File: src/logic/dnsz_defs.svh
`ifndef DNSZ_DEFS_SVH
`define DNSZ_DEFS_SVH

// Data widths on the two sides of the converter
`define DNSZ_WIDE_DW   64
`define DNSZ_NARROW_DW 32

// Request field widths
`define DNSZ_AW   32
`define DNSZ_ID_W 4

// Largest len value one narrow burst can carry.
// Longer downsized bursts are not split.
`define DNSZ_MAX_NLEN 255

`endif

File: src/logic/dnsz_pkg.sv
`include "dnsz_defs.svh"

package dnsz_pkg;

  typedef logic [`DNSZ_AW-1:0]   addr_t;
  typedef logic [`DNSZ_ID_W-1:0] id_t;
  typedef logic [1:0]            burst_t;

  localparam burst_t     BURST_INCR       = 2'b01;
  localparam logic [3:0] CACHE_MODIFIABLE = 4'b0010;

  // Write address request, same layout on both sides
  typedef struct packed {
    id_t        id;
    addr_t      addr;
    logic [7:0] len;
    logic [2:0] size;
    burst_t     burst;
    logic [3:0] cache;
  } aw_req_t;

  // What the serializer needs to walk one burst
  typedef struct packed {
    addr_t      addr;
    logic [2:0] size;
    logic [8:0] nlen;
    logic       downsize;
  } burst_plan_t;

  // Wide data word, seen as byte lanes or as narrow words
  typedef union packed {
    logic [`DNSZ_WIDE_DW/8-1:0][7:0]                            bytes;
    logic [`DNSZ_WIDE_DW/`DNSZ_NARROW_DW-1:0][`DNSZ_NARROW_DW-1:0] words;
  } wide_word_u;

  typedef struct packed {
    wide_word_u                 data;
    logic [`DNSZ_WIDE_DW/8-1:0] strb;
    logic                       last;
  } wide_beat_t;

  typedef struct packed {
    logic [`DNSZ_NARROW_DW-1:0]   data;
    logic [`DNSZ_NARROW_DW/8-1:0] strb;
    logic                         last;
  } narrow_beat_t;

  typedef struct packed {
    id_t        id;
    logic [1:0] resp;
  } b_resp_t;

endpackage

File: src/logic/dnsz_aw_planner.sv
`timescale 1ns/1ps
`include "dnsz_defs.svh"

module dnsz_aw_planner (
  input  logic                   clk_i,
  input  logic                   rst_ni,
  input  dnsz_pkg::aw_req_t      wide_aw,
  input  logic                   wide_aw_valid,
  output logic                   wide_aw_ready,
  output dnsz_pkg::aw_req_t      narrow_aw,
  output logic                   narrow_aw_valid,
  input  logic                   narrow_aw_ready,
  output dnsz_pkg::burst_plan_t  plan,
  output logic                   plan_valid,
  input  logic                   plan_ready,
  input  logic                   burst_done
);

  localparam int unsigned nb_log = $clog2(`DNSZ_NARROW_DW / 8);

  typedef enum logic [1:0] {
    st_idle,
    st_addr,
    st_plan,
    st_busy
  } state_e;

  state_e                state_q;
  logic                  downsize;
  dnsz_pkg::addr_t       size_mask;
  dnsz_pkg::addr_t       align_adj;
  dnsz_pkg::addr_t       full_len;
  dnsz_pkg::aw_req_t     narrow_d;
  dnsz_pkg::aw_req_t     narrow_q;
  dnsz_pkg::burst_plan_t plan_q;

  // ------------------------------
  // Narrow burst computation
  // ------------------------------

  assign downsize = (wide_aw.burst == dnsz_pkg::BURST_INCR) &&
                    (|(wide_aw.cache & dnsz_pkg::CACHE_MODIFIABLE)) &&
                    (wide_aw.size > 3'(nb_log));

  // Whole narrow words skipped inside the first beat
  assign size_mask = (dnsz_pkg::addr_t'(1) << wide_aw.size) - 1'b1;
  assign align_adj = (wide_aw.addr & size_mask) >> nb_log;

  // Ratio is a power of two, so (len+1)*ratio is a shift
  assign full_len = ((dnsz_pkg::addr_t'(wide_aw.len) + 1'b1) << (wide_aw.size - 3'(nb_log)))
                    - align_adj - 1'b1;

  always_comb begin
    narrow_d = wide_aw;
    if (downsize) begin
      narrow_d.size = 3'(nb_log);
      narrow_d.len  = (full_len > `DNSZ_MAX_NLEN) ? 8'(`DNSZ_MAX_NLEN) : full_len[7:0];
    end
  end

  // ------------------------------
  // Sequencing
  // ------------------------------

  assign wide_aw_ready   = (state_q == st_idle);
  assign narrow_aw_valid = (state_q == st_addr);
  assign plan_valid      = (state_q == st_plan);
  assign narrow_aw       = narrow_q;
  assign plan            = plan_q;

  always_ff @(posedge clk_i or negedge rst_ni) begin
    if (!rst_ni) begin
      state_q <= st_idle;
    end else begin
      case (state_q)
        st_idle: if (wide_aw_valid) state_q <= st_addr;
        st_addr: if (narrow_aw_ready) state_q <= st_plan;
        st_plan: if (plan_ready) state_q <= st_busy;
        default: if (burst_done) state_q <= st_idle;
      endcase
    end
  end

  // Request and plan are captured together on acceptance
  always_ff @(posedge clk_i) begin
    if (wide_aw_valid && wide_aw_ready) begin
      narrow_q        <= narrow_d;
      plan_q.addr     <= wide_aw.addr;
      plan_q.size     <= wide_aw.size;
      plan_q.nlen     <= downsize ? full_len[8:0] : {1'b0, wide_aw.len};
      plan_q.downsize <= downsize;
    end
  end

endmodule

File: src/logic/dnsz_lane_serializer.sv
`timescale 1ns/1ps
`include "dnsz_defs.svh"

module dnsz_lane_serializer (
  input  logic                   clk_i,
  input  logic                   rst_ni,
  input  dnsz_pkg::burst_plan_t  plan,
  input  logic                   plan_valid,
  output logic                   plan_ready,
  input  dnsz_pkg::wide_beat_t   beat,
  input  logic                   beat_valid,
  output logic                   beat_ready,
  output dnsz_pkg::narrow_beat_t narrow_w,
  output logic                   narrow_w_valid,
  input  logic                   narrow_w_ready,
  output logic                   burst_done
);

  localparam int unsigned nb     = `DNSZ_NARROW_DW / 8;
  localparam int unsigned nb_log = $clog2(nb);
  localparam int unsigned wb_log = $clog2(`DNSZ_WIDE_DW / 8);

  typedef logic [nb_log:0] lane_cnt_t;

  logic               held_q;
  logic [8:0]         rem_q;
  dnsz_pkg::addr_t    addr_q;
  logic [2:0]         osize_q;
  logic               downsize_q;
  logic [2:0]         nsize;
  dnsz_pkg::addr_t    nsize_mask;
  dnsz_pkg::addr_t    osize_mask;
  dnsz_pkg::addr_t    addr_next;
  logic [wb_log-1:0]  off_w;
  logic [nb_log-1:0]  off_n;
  lane_cnt_t          span;
  lane_cnt_t          lanes;
  logic [nb-1:0][7:0] n_bytes;
  logic [nb-1:0]      n_strb;
  logic               xfer;
  logic               window_done;

  // ------------------------------
  // Lane steering
  // ------------------------------

  // Downsized bursts run at full narrow size
  assign nsize = downsize_q ? 3'(nb_log) : osize_q;
  assign off_w = addr_q[wb_log-1:0];
  assign off_n = addr_q[nb_log-1:0];

  assign span  = (nsize >= 3'(nb_log)) ? lane_cnt_t'(nb) : lane_cnt_t'(1) << nsize;
  assign lanes = (span < lane_cnt_t'(nb) - off_n) ? span : lane_cnt_t'(nb) - off_n;

  always_comb begin
    n_bytes = '0;
    n_strb  = '0;
    if (lanes == lane_cnt_t'(nb)) begin
      // Whole narrow word, pick it from the word view
      n_bytes = beat.data.words[off_w[wb_log-1:nb_log]];
      n_strb  = beat.strb[off_w[wb_log-1:nb_log]*nb +: nb];
    end else begin
      for (int k = 0; k < nb; k++) begin
        if (lane_cnt_t'(k) < lanes) begin
          n_bytes[off_n + k] = beat.data.bytes[off_w + k];
          n_strb[off_n + k]  = beat.strb[off_w + k];
        end
      end
    end
  end

  always_comb begin
    narrow_w.data = n_bytes;
    narrow_w.strb = n_strb;
    narrow_w.last = (rem_q == '0);
  end

  // ------------------------------
  // Handshakes and progress
  // ------------------------------

  assign plan_ready     = ~held_q;
  assign narrow_w_valid = held_q & beat_valid;
  assign xfer           = narrow_w_valid & narrow_w_ready;

  // Step to the next narrow-size boundary
  assign nsize_mask = (dnsz_pkg::addr_t'(1) << nsize) - 1'b1;
  assign addr_next  = (addr_q & ~nsize_mask) + (dnsz_pkg::addr_t'(1) << nsize);

  // Wide beat is used up once the original-size window is left
  assign osize_mask  = (dnsz_pkg::addr_t'(1) << osize_q) - 1'b1;
  assign window_done = (addr_next & ~osize_mask) != (addr_q & ~osize_mask);

  assign beat_ready = xfer & (narrow_w.last | window_done);
  assign burst_done = xfer & narrow_w.last;

  always_ff @(posedge clk_i or negedge rst_ni) begin
    if (!rst_ni) begin
      held_q <= 1'b0;
      rem_q  <= '0;
    end else if (plan_valid && plan_ready) begin
      held_q <= 1'b1;
      rem_q  <= plan.nlen;
    end else if (xfer) begin
      held_q <= ~narrow_w.last;
      rem_q  <= rem_q - 1'b1;
    end
  end

  always_ff @(posedge clk_i) begin
    if (plan_valid && plan_ready) begin
      addr_q     <= plan.addr;
      osize_q    <= plan.size;
      downsize_q <= plan.downsize;
    end else if (xfer) begin
      addr_q <= addr_next;
    end
  end

endmodule

File: src/logic/dnsz_wide_beat_buf.sv
`timescale 1ns/1ps
`include "dnsz_defs.svh"

module dnsz_wide_beat_buf (
  input  logic                  clk_i,
  input  logic                  rst_ni,
  input  dnsz_pkg::wide_beat_t  in_beat,
  input  logic                  in_valid,
  output logic                  in_ready,
  output dnsz_pkg::wide_beat_t  beat,
  output logic                  beat_valid,
  input  logic                  beat_ready
);

  logic                 full_q;
  logic                 armed_q;
  dnsz_pkg::wide_beat_t beat_q;

  // Space when empty, or when the held beat leaves this cycle
  assign in_ready   = armed_q & (~full_q | beat_ready);
  assign beat_valid = full_q;
  assign beat       = beat_q;

  always_ff @(posedge clk_i or negedge rst_ni) begin
    if (!rst_ni) begin
      full_q  <= 1'b0;
      armed_q <= 1'b0;
    end else begin
      // Wide W port opens one cycle out of reset
      armed_q <= 1'b1;
      if (in_ready) full_q <= in_valid;
    end
  end

  always_ff @(posedge clk_i) begin
    if (in_valid && in_ready) beat_q <= in_beat;
  end

endmodule

File: src/logic/dnsz_write_top.sv
`timescale 1ns/1ps
`include "dnsz_defs.svh"

module dnsz_write_top (
  input  logic                   clk_i,
  input  logic                   rst_ni,
  // Wide side
  input  dnsz_pkg::aw_req_t      wide_aw,
  input  logic                   wide_aw_valid,
  output logic                   wide_aw_ready,
  input  dnsz_pkg::wide_beat_t   wide_w,
  input  logic                   wide_w_valid,
  output logic                   wide_w_ready,
  output dnsz_pkg::b_resp_t      wide_b,
  output logic                   wide_b_valid,
  input  logic                   wide_b_ready,
  // Narrow side
  output dnsz_pkg::aw_req_t      narrow_aw,
  output logic                   narrow_aw_valid,
  input  logic                   narrow_aw_ready,
  output dnsz_pkg::narrow_beat_t narrow_w,
  output logic                   narrow_w_valid,
  input  logic                   narrow_w_ready,
  input  dnsz_pkg::b_resp_t      narrow_b,
  input  logic                   narrow_b_valid,
  output logic                   narrow_b_ready
);

  dnsz_pkg::burst_plan_t plan;
  logic                  plan_valid;
  logic                  plan_ready;
  dnsz_pkg::wide_beat_t  beat;
  logic                  beat_valid;
  logic                  beat_ready;
  logic                  burst_done;

  dnsz_aw_planner u_planner (
    .clk_i          (clk_i),
    .rst_ni         (rst_ni),
    .wide_aw        (wide_aw),
    .wide_aw_valid  (wide_aw_valid),
    .wide_aw_ready  (wide_aw_ready),
    .narrow_aw      (narrow_aw),
    .narrow_aw_valid(narrow_aw_valid),
    .narrow_aw_ready(narrow_aw_ready),
    .plan           (plan),
    .plan_valid     (plan_valid),
    .plan_ready     (plan_ready),
    .burst_done     (burst_done)
  );

  dnsz_wide_beat_buf u_beat_buf (
    .clk_i     (clk_i),
    .rst_ni    (rst_ni),
    .in_beat   (wide_w),
    .in_valid  (wide_w_valid),
    .in_ready  (wide_w_ready),
    .beat      (beat),
    .beat_valid(beat_valid),
    .beat_ready(beat_ready)
  );

  dnsz_lane_serializer u_serializer (
    .clk_i         (clk_i),
    .rst_ni        (rst_ni),
    .plan          (plan),
    .plan_valid    (plan_valid),
    .plan_ready    (plan_ready),
    .beat          (beat),
    .beat_valid    (beat_valid),
    .beat_ready    (beat_ready),
    .narrow_w      (narrow_w),
    .narrow_w_valid(narrow_w_valid),
    .narrow_w_ready(narrow_w_ready),
    .burst_done    (burst_done)
  );

  // Write responses, no latency
  assign wide_b         = narrow_b;
  assign wide_b_valid   = narrow_b_valid;
  assign narrow_b_ready = wide_b_ready;

endmodule

File: config.mk
export PLATFORM = sky130hd
export DESIGN_NAME = dnsz_write_top
export DESIGN_NICKNAME = d
export VERILOG_FILES = /design/src/logic/dnsz_pkg.sv /design/src/logic/dnsz_aw_planner.sv /design/src/logic/dnsz_lane_serializer.sv /design/src/logic/dnsz_wide_beat_buf.sv /design/src/logic/dnsz_write_top.sv
export VERILOG_INCLUDE_DIRS = /design/src /design/src/logic
export SDC_FILE = /design/constraint.sdc
export NUM_CORES = 1
export LEC_CHECK = 0
export ABC_AREA = 0
export BUFFER_PORTS_ARGS = -buffer_cell sky130_fd_sc_hd__buf_2
export CORE_UTILIZATION = 24
export DETAILED_ROUTE_END_ITERATION = 10
export PLACE_DENSITY = 0.48
export SLEW_MARGIN = 20
export SYNTH_ARGS = -nofsm -noshare
export SYNTH_HDL_FRONTEND = slang
export SYNTH_SLANG_ARGS = --single-unit
File: constraint.sdc
create_clock -name clk_i -period 7.75 [get_ports clk_i]
set_input_delay 0.3875 -clock clk_i [delete_from_list [all_inputs] [get_ports clk_i]]
set_output_delay 0.3875 -clock clk_i [all_outputs]
set_load 0.1 [all_outputs]
# Word-level counts from Yosys, hierarchy flattened
# Cells that the tools add are included.
# totals
input_bits	140
out_inout_bits	102
reg_bits	188
wordCells	176
# op_classes
reduce_logical	14
bitwise	18
magnitude_cmp	21
n_addsub	16
shifts	6
n_mux	73
n_eq_ne	8
# ops
cell	n
two-way mux 32 bit	12
bitwise AND 32 bit	5
subtractor 32 x 1 -> 32 bit, second input constant	4
binary-select mux 8 bit (select 3 bit)	4
bitwise mux 32 bit	3
>= comparator 32 x 1 -> 1 bit, second input constant	3
< comparator 32 x 3 -> 1 bit, second input constant	3
< comparator 32 x 4 -> 1 bit, second input constant	3
<< shifter 1 x 3 -> 32 bit, first input constant	3
two-way mux 8 bit	10
demux 8 bit (select 2 bit)	4
NOT 32 bit	2
adder 32 bit	1
> comparator 32 x 8 -> 1 bit, second input constant	1
two-way mux 4 bit	8
inequality test 32 bit	1
<< shifter 32 x 3 -> 32 bit	1
subtractor 32 x 30 -> 32 bit	1
two-way mux 9 bit	2
binary-select mux 1 bit (select 3 bit)	4
bitwise mux 4 bit	3
two-way mux 11 bit	1
two-way mux 1 bit	10
adder 8 x 1 -> 9 bit, second input constant	1
other kinds (37)	66

# Depth between registers and ports, before layout
# logic_depth
depth_word	17
depth_mapped	20
depth_no_buf	19

# Cells and area by module
# From an unflattened synthesis, not the netlist that was laid out.
# unflattened
hier_cells	1304
area_unflattened_um2	14103.5
# modules_own_cells
mod	area_per_inst_um2	n_inst	cells_each	seq_area_each_um2
dnsz_lane_serializer	7514.7	1	813	1331.3
dnsz_aw_planner	4250.3	1	401	2031.9
dnsz_wide_beat_buf	2278.4	1	82	2242.2
dnsz_write_top	60.1	1	8	0.0

# Worst setup path after synthesis
# OpenSTA, ideal clock, no wires.
# synth_path
path_kind	reg2out
from	register u_serializer.addr_q[0]
to	output narrow_w[10] (netlist bit)
path_stages_with_launch	17
n_path_buf	5
required_time_ns	7.363
arrival_time_ns	6.585
slack_ns	0.778
cell_sequence	edfxtp_1 buf_2 clkinv_1 buf_1 ha_1 clkbuf_1 inv_1 clkbuf_1 ha_1 a21o_1 a21oi_1 mux2i_1 nand2_1 nor3_2 clkbuf_1 a21oi_1 a221oi_1
# synth_rtl
element	line_no	rtl
from (decl)	dnsz_lane_serializer.sv:27	dnsz_pkg::addr_t addr_q;
from (signal assigned)	dnsz_lane_serializer.sv:112	addr_q <= plan.addr;
from (signal assigned)	dnsz_lane_serializer.sv:116	addr_q <= addr_next;
to (decl)	dnsz_write_top.sv:21	output dnsz_pkg::narrow_beat_t narrow_w,

# Worst setup path in the final report
# layout_path
from	register u_serializer.osize_q[0]
to	output wide_w_ready
# layout_via
elab_chain_cells	12
elab_cells_between_ends	16
cone_classes	add/sub: 3; eq/ne: 1; shift: 2; mux: 1; bitwise: 9
# layout_lines
element	line_no	rtl
from (decl)	dnsz_lane_serializer.sv:28	logic [2:0] osize_q;
from (signal assigned)	dnsz_lane_serializer.sv:113	osize_q <= plan.size;
two-way mux 3 bit	dnsz_lane_serializer.sv:48	assign nsize = downsize_q ? 3'(nb_log) : osize_q;
<< shifter 1 x 3 -> 32 bit	dnsz_lane_serializer.sv:87, dnsz_lane_serializer.sv:88	
subtractor 32 x 1 -> 32 bit	dnsz_lane_serializer.sv:87	assign nsize_mask = (dnsz_pkg::addr_t'(1) << nsize) - 1'b1;
NOT 32 bit	dnsz_lane_serializer.sv:88	assign addr_next = (addr_q & ~nsize_mask) + (dnsz_pkg::addr_t'(1) << nsize);
bitwise AND 32 bit	dnsz_lane_serializer.sv:88	
adder 32 bit	dnsz_lane_serializer.sv:88	
bitwise AND 32 bit	dnsz_lane_serializer.sv:92	assign window_done = (addr_next & ~osize_mask) != (addr_q & ~osize_mask);
inequality test 32 bit (*)	dnsz_lane_serializer.sv:92	
OR 1 bit (*)	dnsz_lane_serializer.sv:94	assign beat_ready = xfer & (narrow_w.last | window_done);
bitwise AND 1 bit (*)	dnsz_lane_serializer.sv:94	
OR 1 bit (*)	dnsz_wide_beat_buf.sv:20	assign in_ready = armed_q & (~full_q | beat_ready);
bitwise AND 1 bit (*)	dnsz_wide_beat_buf.sv:20	
to (decl)	dnsz_write_top.sv:13	output logic wide_w_ready,
# Mark *: on every way between the ends. The rest lies on a longest branch, timed or not.

==> flow_summary.json <==
{
  "outcome": "complete, no violations",
  "async_reset_ff_share_pct": 7.45,
  "portBuffers": 224,
  "muxShareOfSynthArea_pct": 18.4,
  "die_area_um2": 59300,
  "clockRootBuffer": "clkbuf_16",
  "synth_top_cells_by_area": "edfxtp_1 (37%), mux4_2 (11%), mux2i_1 (6.1%), ha_1 (4.2%), nand2_1 (4.1%)",
  "critical_path.endpoint_type": "output pin",
  "coreArea_um2": 57700,
  "synth_flop_cell": "edfxtp_1",
  "synth_edf_count": 174,
  "critPathMaxStageDelay_ns": 0.81,
  "insertion_delay_ns": 0.50,
  "boundaryPins": 242,
  "cts_buffers": 17,
  "worst_pin_slew_ns": 1.04,
  "synth_top_family_by_area": "multiplexers",
  "setup_viol_count_final": 0,
  "clk_pin_slew_ns": 0.09,
  "antenna_found_initial": 3,
  "yosysWarnings": 0,
  "criticalPathCategory": "reg2out",
  "die_w_um": 244,
  "area_growth_pct": 16.3,
  "grt-ovfl-total": 0,
  "synth_most_common_cell": "edfxtp_1",
  "clock_skew_ns": 0.0234,
  "yosys.area.top_type": "edfxtp_1",
  "grt_pass1_wl_um": 65900,
  "drtAntennaViolNets": 0,
  "fin_crit_sh_pct": 77.5,
  "fin_crit_ns": 6.01,
  "synthAdderAreaFrac_pct": 4.34,
  "syn_avg_cell_area_um2": 10.6,
  "hpwl_um": 31800,
  "ir_worst_vdd_mv": 0.212,
  "worstRegToRegCells": 13,
  "rsz0062_at_grt": "false",
  "multiInputGateArea_um2": 7770,
  "drv_slew": 0,
  "ys_seq_area_share_pct": 39.8,
  "synth_common_cells": "edfxtp_1 (174), nand2_1 (153), nor2_1 (92), mux2i_1 (85), mux4_2 (69)",
  "p_leak_nw": 6.16,
  "gp_congestion": 0.848,
  "fin_util_pct": 28.2,
  "grt_max_degree": 73,
  "timing_hold_violations_final": 0,
  "hold_depth": 1,
  "finalWirelength_um": 43800,
  "cts_buffer_depth": 2,
  "synthSimpleGateAreaFrac_pct": 14.9,
  "cts.htree.levels": 4,
  "num_rows": 88,
  "grt_usage_pct": 14.6,
  "crit_slowest_cell": "a2111oi_2",
  "area.sequential_um2": 5580,
  "start_util_pct": 24.3,
  "dr.pass1.iters": 7,
  "cts.sinks": 188,
  "synth-seq-cells": 188,
  "rr_startpoint": "u_serializer.osize_q[0]$_DFFE_PP_",
  "cts_resized": 0,
  "min_path_type": "in2reg",
  "grt_pass1_vias": 11000,
  "final_nets": 1659,
  "drtIter0Drc": 821,
  "reg2reg_slack_ns": 2.15,
  "worstPathArrival_ns": 5.62,
  "routedWlPerCell_um": 19.5,
  "synth.top_cell.area_share_pct": 37.3,
  "yosysUniqueCellTypes": 80,
  "fmax_mhz": 166,
  "cap_violations": 0,
  "critPathMaxFanout": 17,
  "min_to": "u_planner.narrow_aw[2]$_DFFE_PP_",
  "synth_compound_area_share_pct": 13.4,
  "worst-path-buf-inv": 2,
  "slew-limit-headroom_pct": 30.8,
  "postSynthCellCount": 1321,
  "synth_xor_area_share_pct": 3.95,
  "cp_top_family": "compound AO/OA/AOI/OAI gates",
  "setup_tns_ns": 0,
  "nFillCells": 6088,
  "r2r_end": "u_beat_buf.beat[40]$_DFFE_PP_",
  "path_cells": "nor4_1, inv_1, ha_1, nand2_1, a2bb2o_1, a211oi_1, o21bai_2, a211oi_2, nor2_1, a211o_1, a2111oi_2, nor2_1, buf_2",
  "start_kind": "flop",
  "holdCritStartpoint": "wide_aw[2]",
  "worstPathRequired_ns": 7.36,
  "syn_area_um2": 14000,
  "drc_errors": 0,
  "power.density_nw_per_um2": 251,
  "die_h_um": 244,
  "cts_tree": "done",
  "path_common_cell": "nor2_1",
  "vias": 11300,
  "drive_gt1_share_pct": 26.1,
  "cts_setup_buffers": 0,
  "via_per_inst": 5.03
}
## cells in the final DEF (no fill, tap or decap), types with 35 or more instances in the layout
cell | netlist | final
nand3_1 | 46 | 45
xnor2_1 | 37 | 35
mux4_2 | 69 | 69
edfxtp_1 | 174 | 174
nand2_1 | 153 | 153
mux2i_1 | 85 | 85
nor2_1 | 92 | 91
a21oi_1 | 48 | 48
ha_1 | 47 | 47
buf_2 | 4 | 224
o21ai_0 | 63 | 63
## area by class of cell
type / instances / share of cell area [%]
inverters: 32 / 0.738
well taps: 765 / 5.88
diodes: 1 / 0.0154
multi-input cells: 992 / 47.7
flip-flops and latches: 188 / 34.2
clock inverters: 15 / 1.17
repair buffers: 240 / 7.64
clock buffers: 17 / 2.61
## metrics by stage
| step | area (um2) | std cells | hold slack [ns] | worst slack (ns) | power (W) |
|---|---|---|---|---|---|
| final | 16300 | 2250 | 0.0499 | 1.74 | 0.00409 |
| after global routing | 16300 | 2249 | 0.0147 | 1.35 | 0.00428 |
| after CTS | 16300 | 2249 | 0.00926 | 1.58 | 0.00414 |
| after detailed placement | 15700 | 2216 | 0.341 | 2.14 | 0.00318 |
| after global placement | 15700 | 2216 | 0.321 | 2.18 | 0.00316 |
| after floorplan | 14000 | 1325 | 0.0919 | 0.778 | 0.00285 |
## logic make-up (layout without fill, tap and decap cells)
| group | count (synthesis) | after routing |
|---|---|---|
| other | 1 | 6 |
| buffers and inverters | 145 | 304 |
| AOI/OAI and AO/OA | 276 | 276 |
| adders and majority gates | 48 | 48 |
| and+or+nand+nor | 434 | 434 |
| xor gates and xnor gates | 60 | 60 |
| DFF | 188 | 188 |
| muxes | 169 | 169 |
## flip-flops by register name, indices dropped and copies added, names as in the netlist
| signal | flops |
|---|---|
| u_beat_buf.beat | 72 |
| u_planner.narrow_aw | 53 |
| u_serializer.addr_q | 32 |
| u_planner.plan | 13 |
| u_serializer.rem_q | 9 |
| u_serializer.osize_q | 3 |
| u_planner.state_q | 2 |
| u_beat_buf.armed_q | 1 |
| u_beat_buf.beat_valid | 1 |
| u_serializer.downsize_q | 1 |
| u_serializer.held_q | 1 |
## how the worst max path moves through the flow
stage	start	to	slack, ns	cells past startpoint
after floorplan	u_serializer.addr_q[0]$_DFFE_PP_	narrow_w[10]	0.78	16
after global placement	u_serializer.osize_q[0]$_DFFE_PP_	u_beat_buf.beat[59]$_DFFE_PP_	2.18	13
after detailed placement	u_serializer.osize_q[0]$_DFFE_PP_	u_beat_buf.beat[25]$_DFFE_PP_	2.14	13
after CTS	u_serializer.osize_q[0]$_DFFE_PP_	wide_w_ready	1.58	13
after global routing	u_serializer.osize_q[0]$_DFFE_PP_	wide_w_ready	1.35	13
final	u_serializer.osize_q[0]$_DFFE_PP_	wide_w_ready	1.74	13
## report_power, final
group	switching, W	leakage [nW]	total [W]	internal [W]
registers	0.000104	1.77	0.00138	0.00128
clock network	0.000489	0.294	0.000928	0.000440
logic	0.00133	4.09	0.00178	0.000453
total	0.00192	6.16	0.00409	0.00217
## per-layer routing
metal	wire [um]	part of all wire [%]	vias to the layer above	global-route usage [%]
met4	775	1.8	2	4.63
met5	7	0.016	-	0
met3	2630	6.0	55	3.86
li1	-	-	5307	-
met2	21400	49	384	24.3
met1	19000	43	5566	18.4
## what timing repair did
action	4_1_cts	5_1_grt
hold buffers	1	0
endpoints found under the hold margin	14	0
endpoints found under the setup margin	0	0
Power figures use the tool's default switching activity.
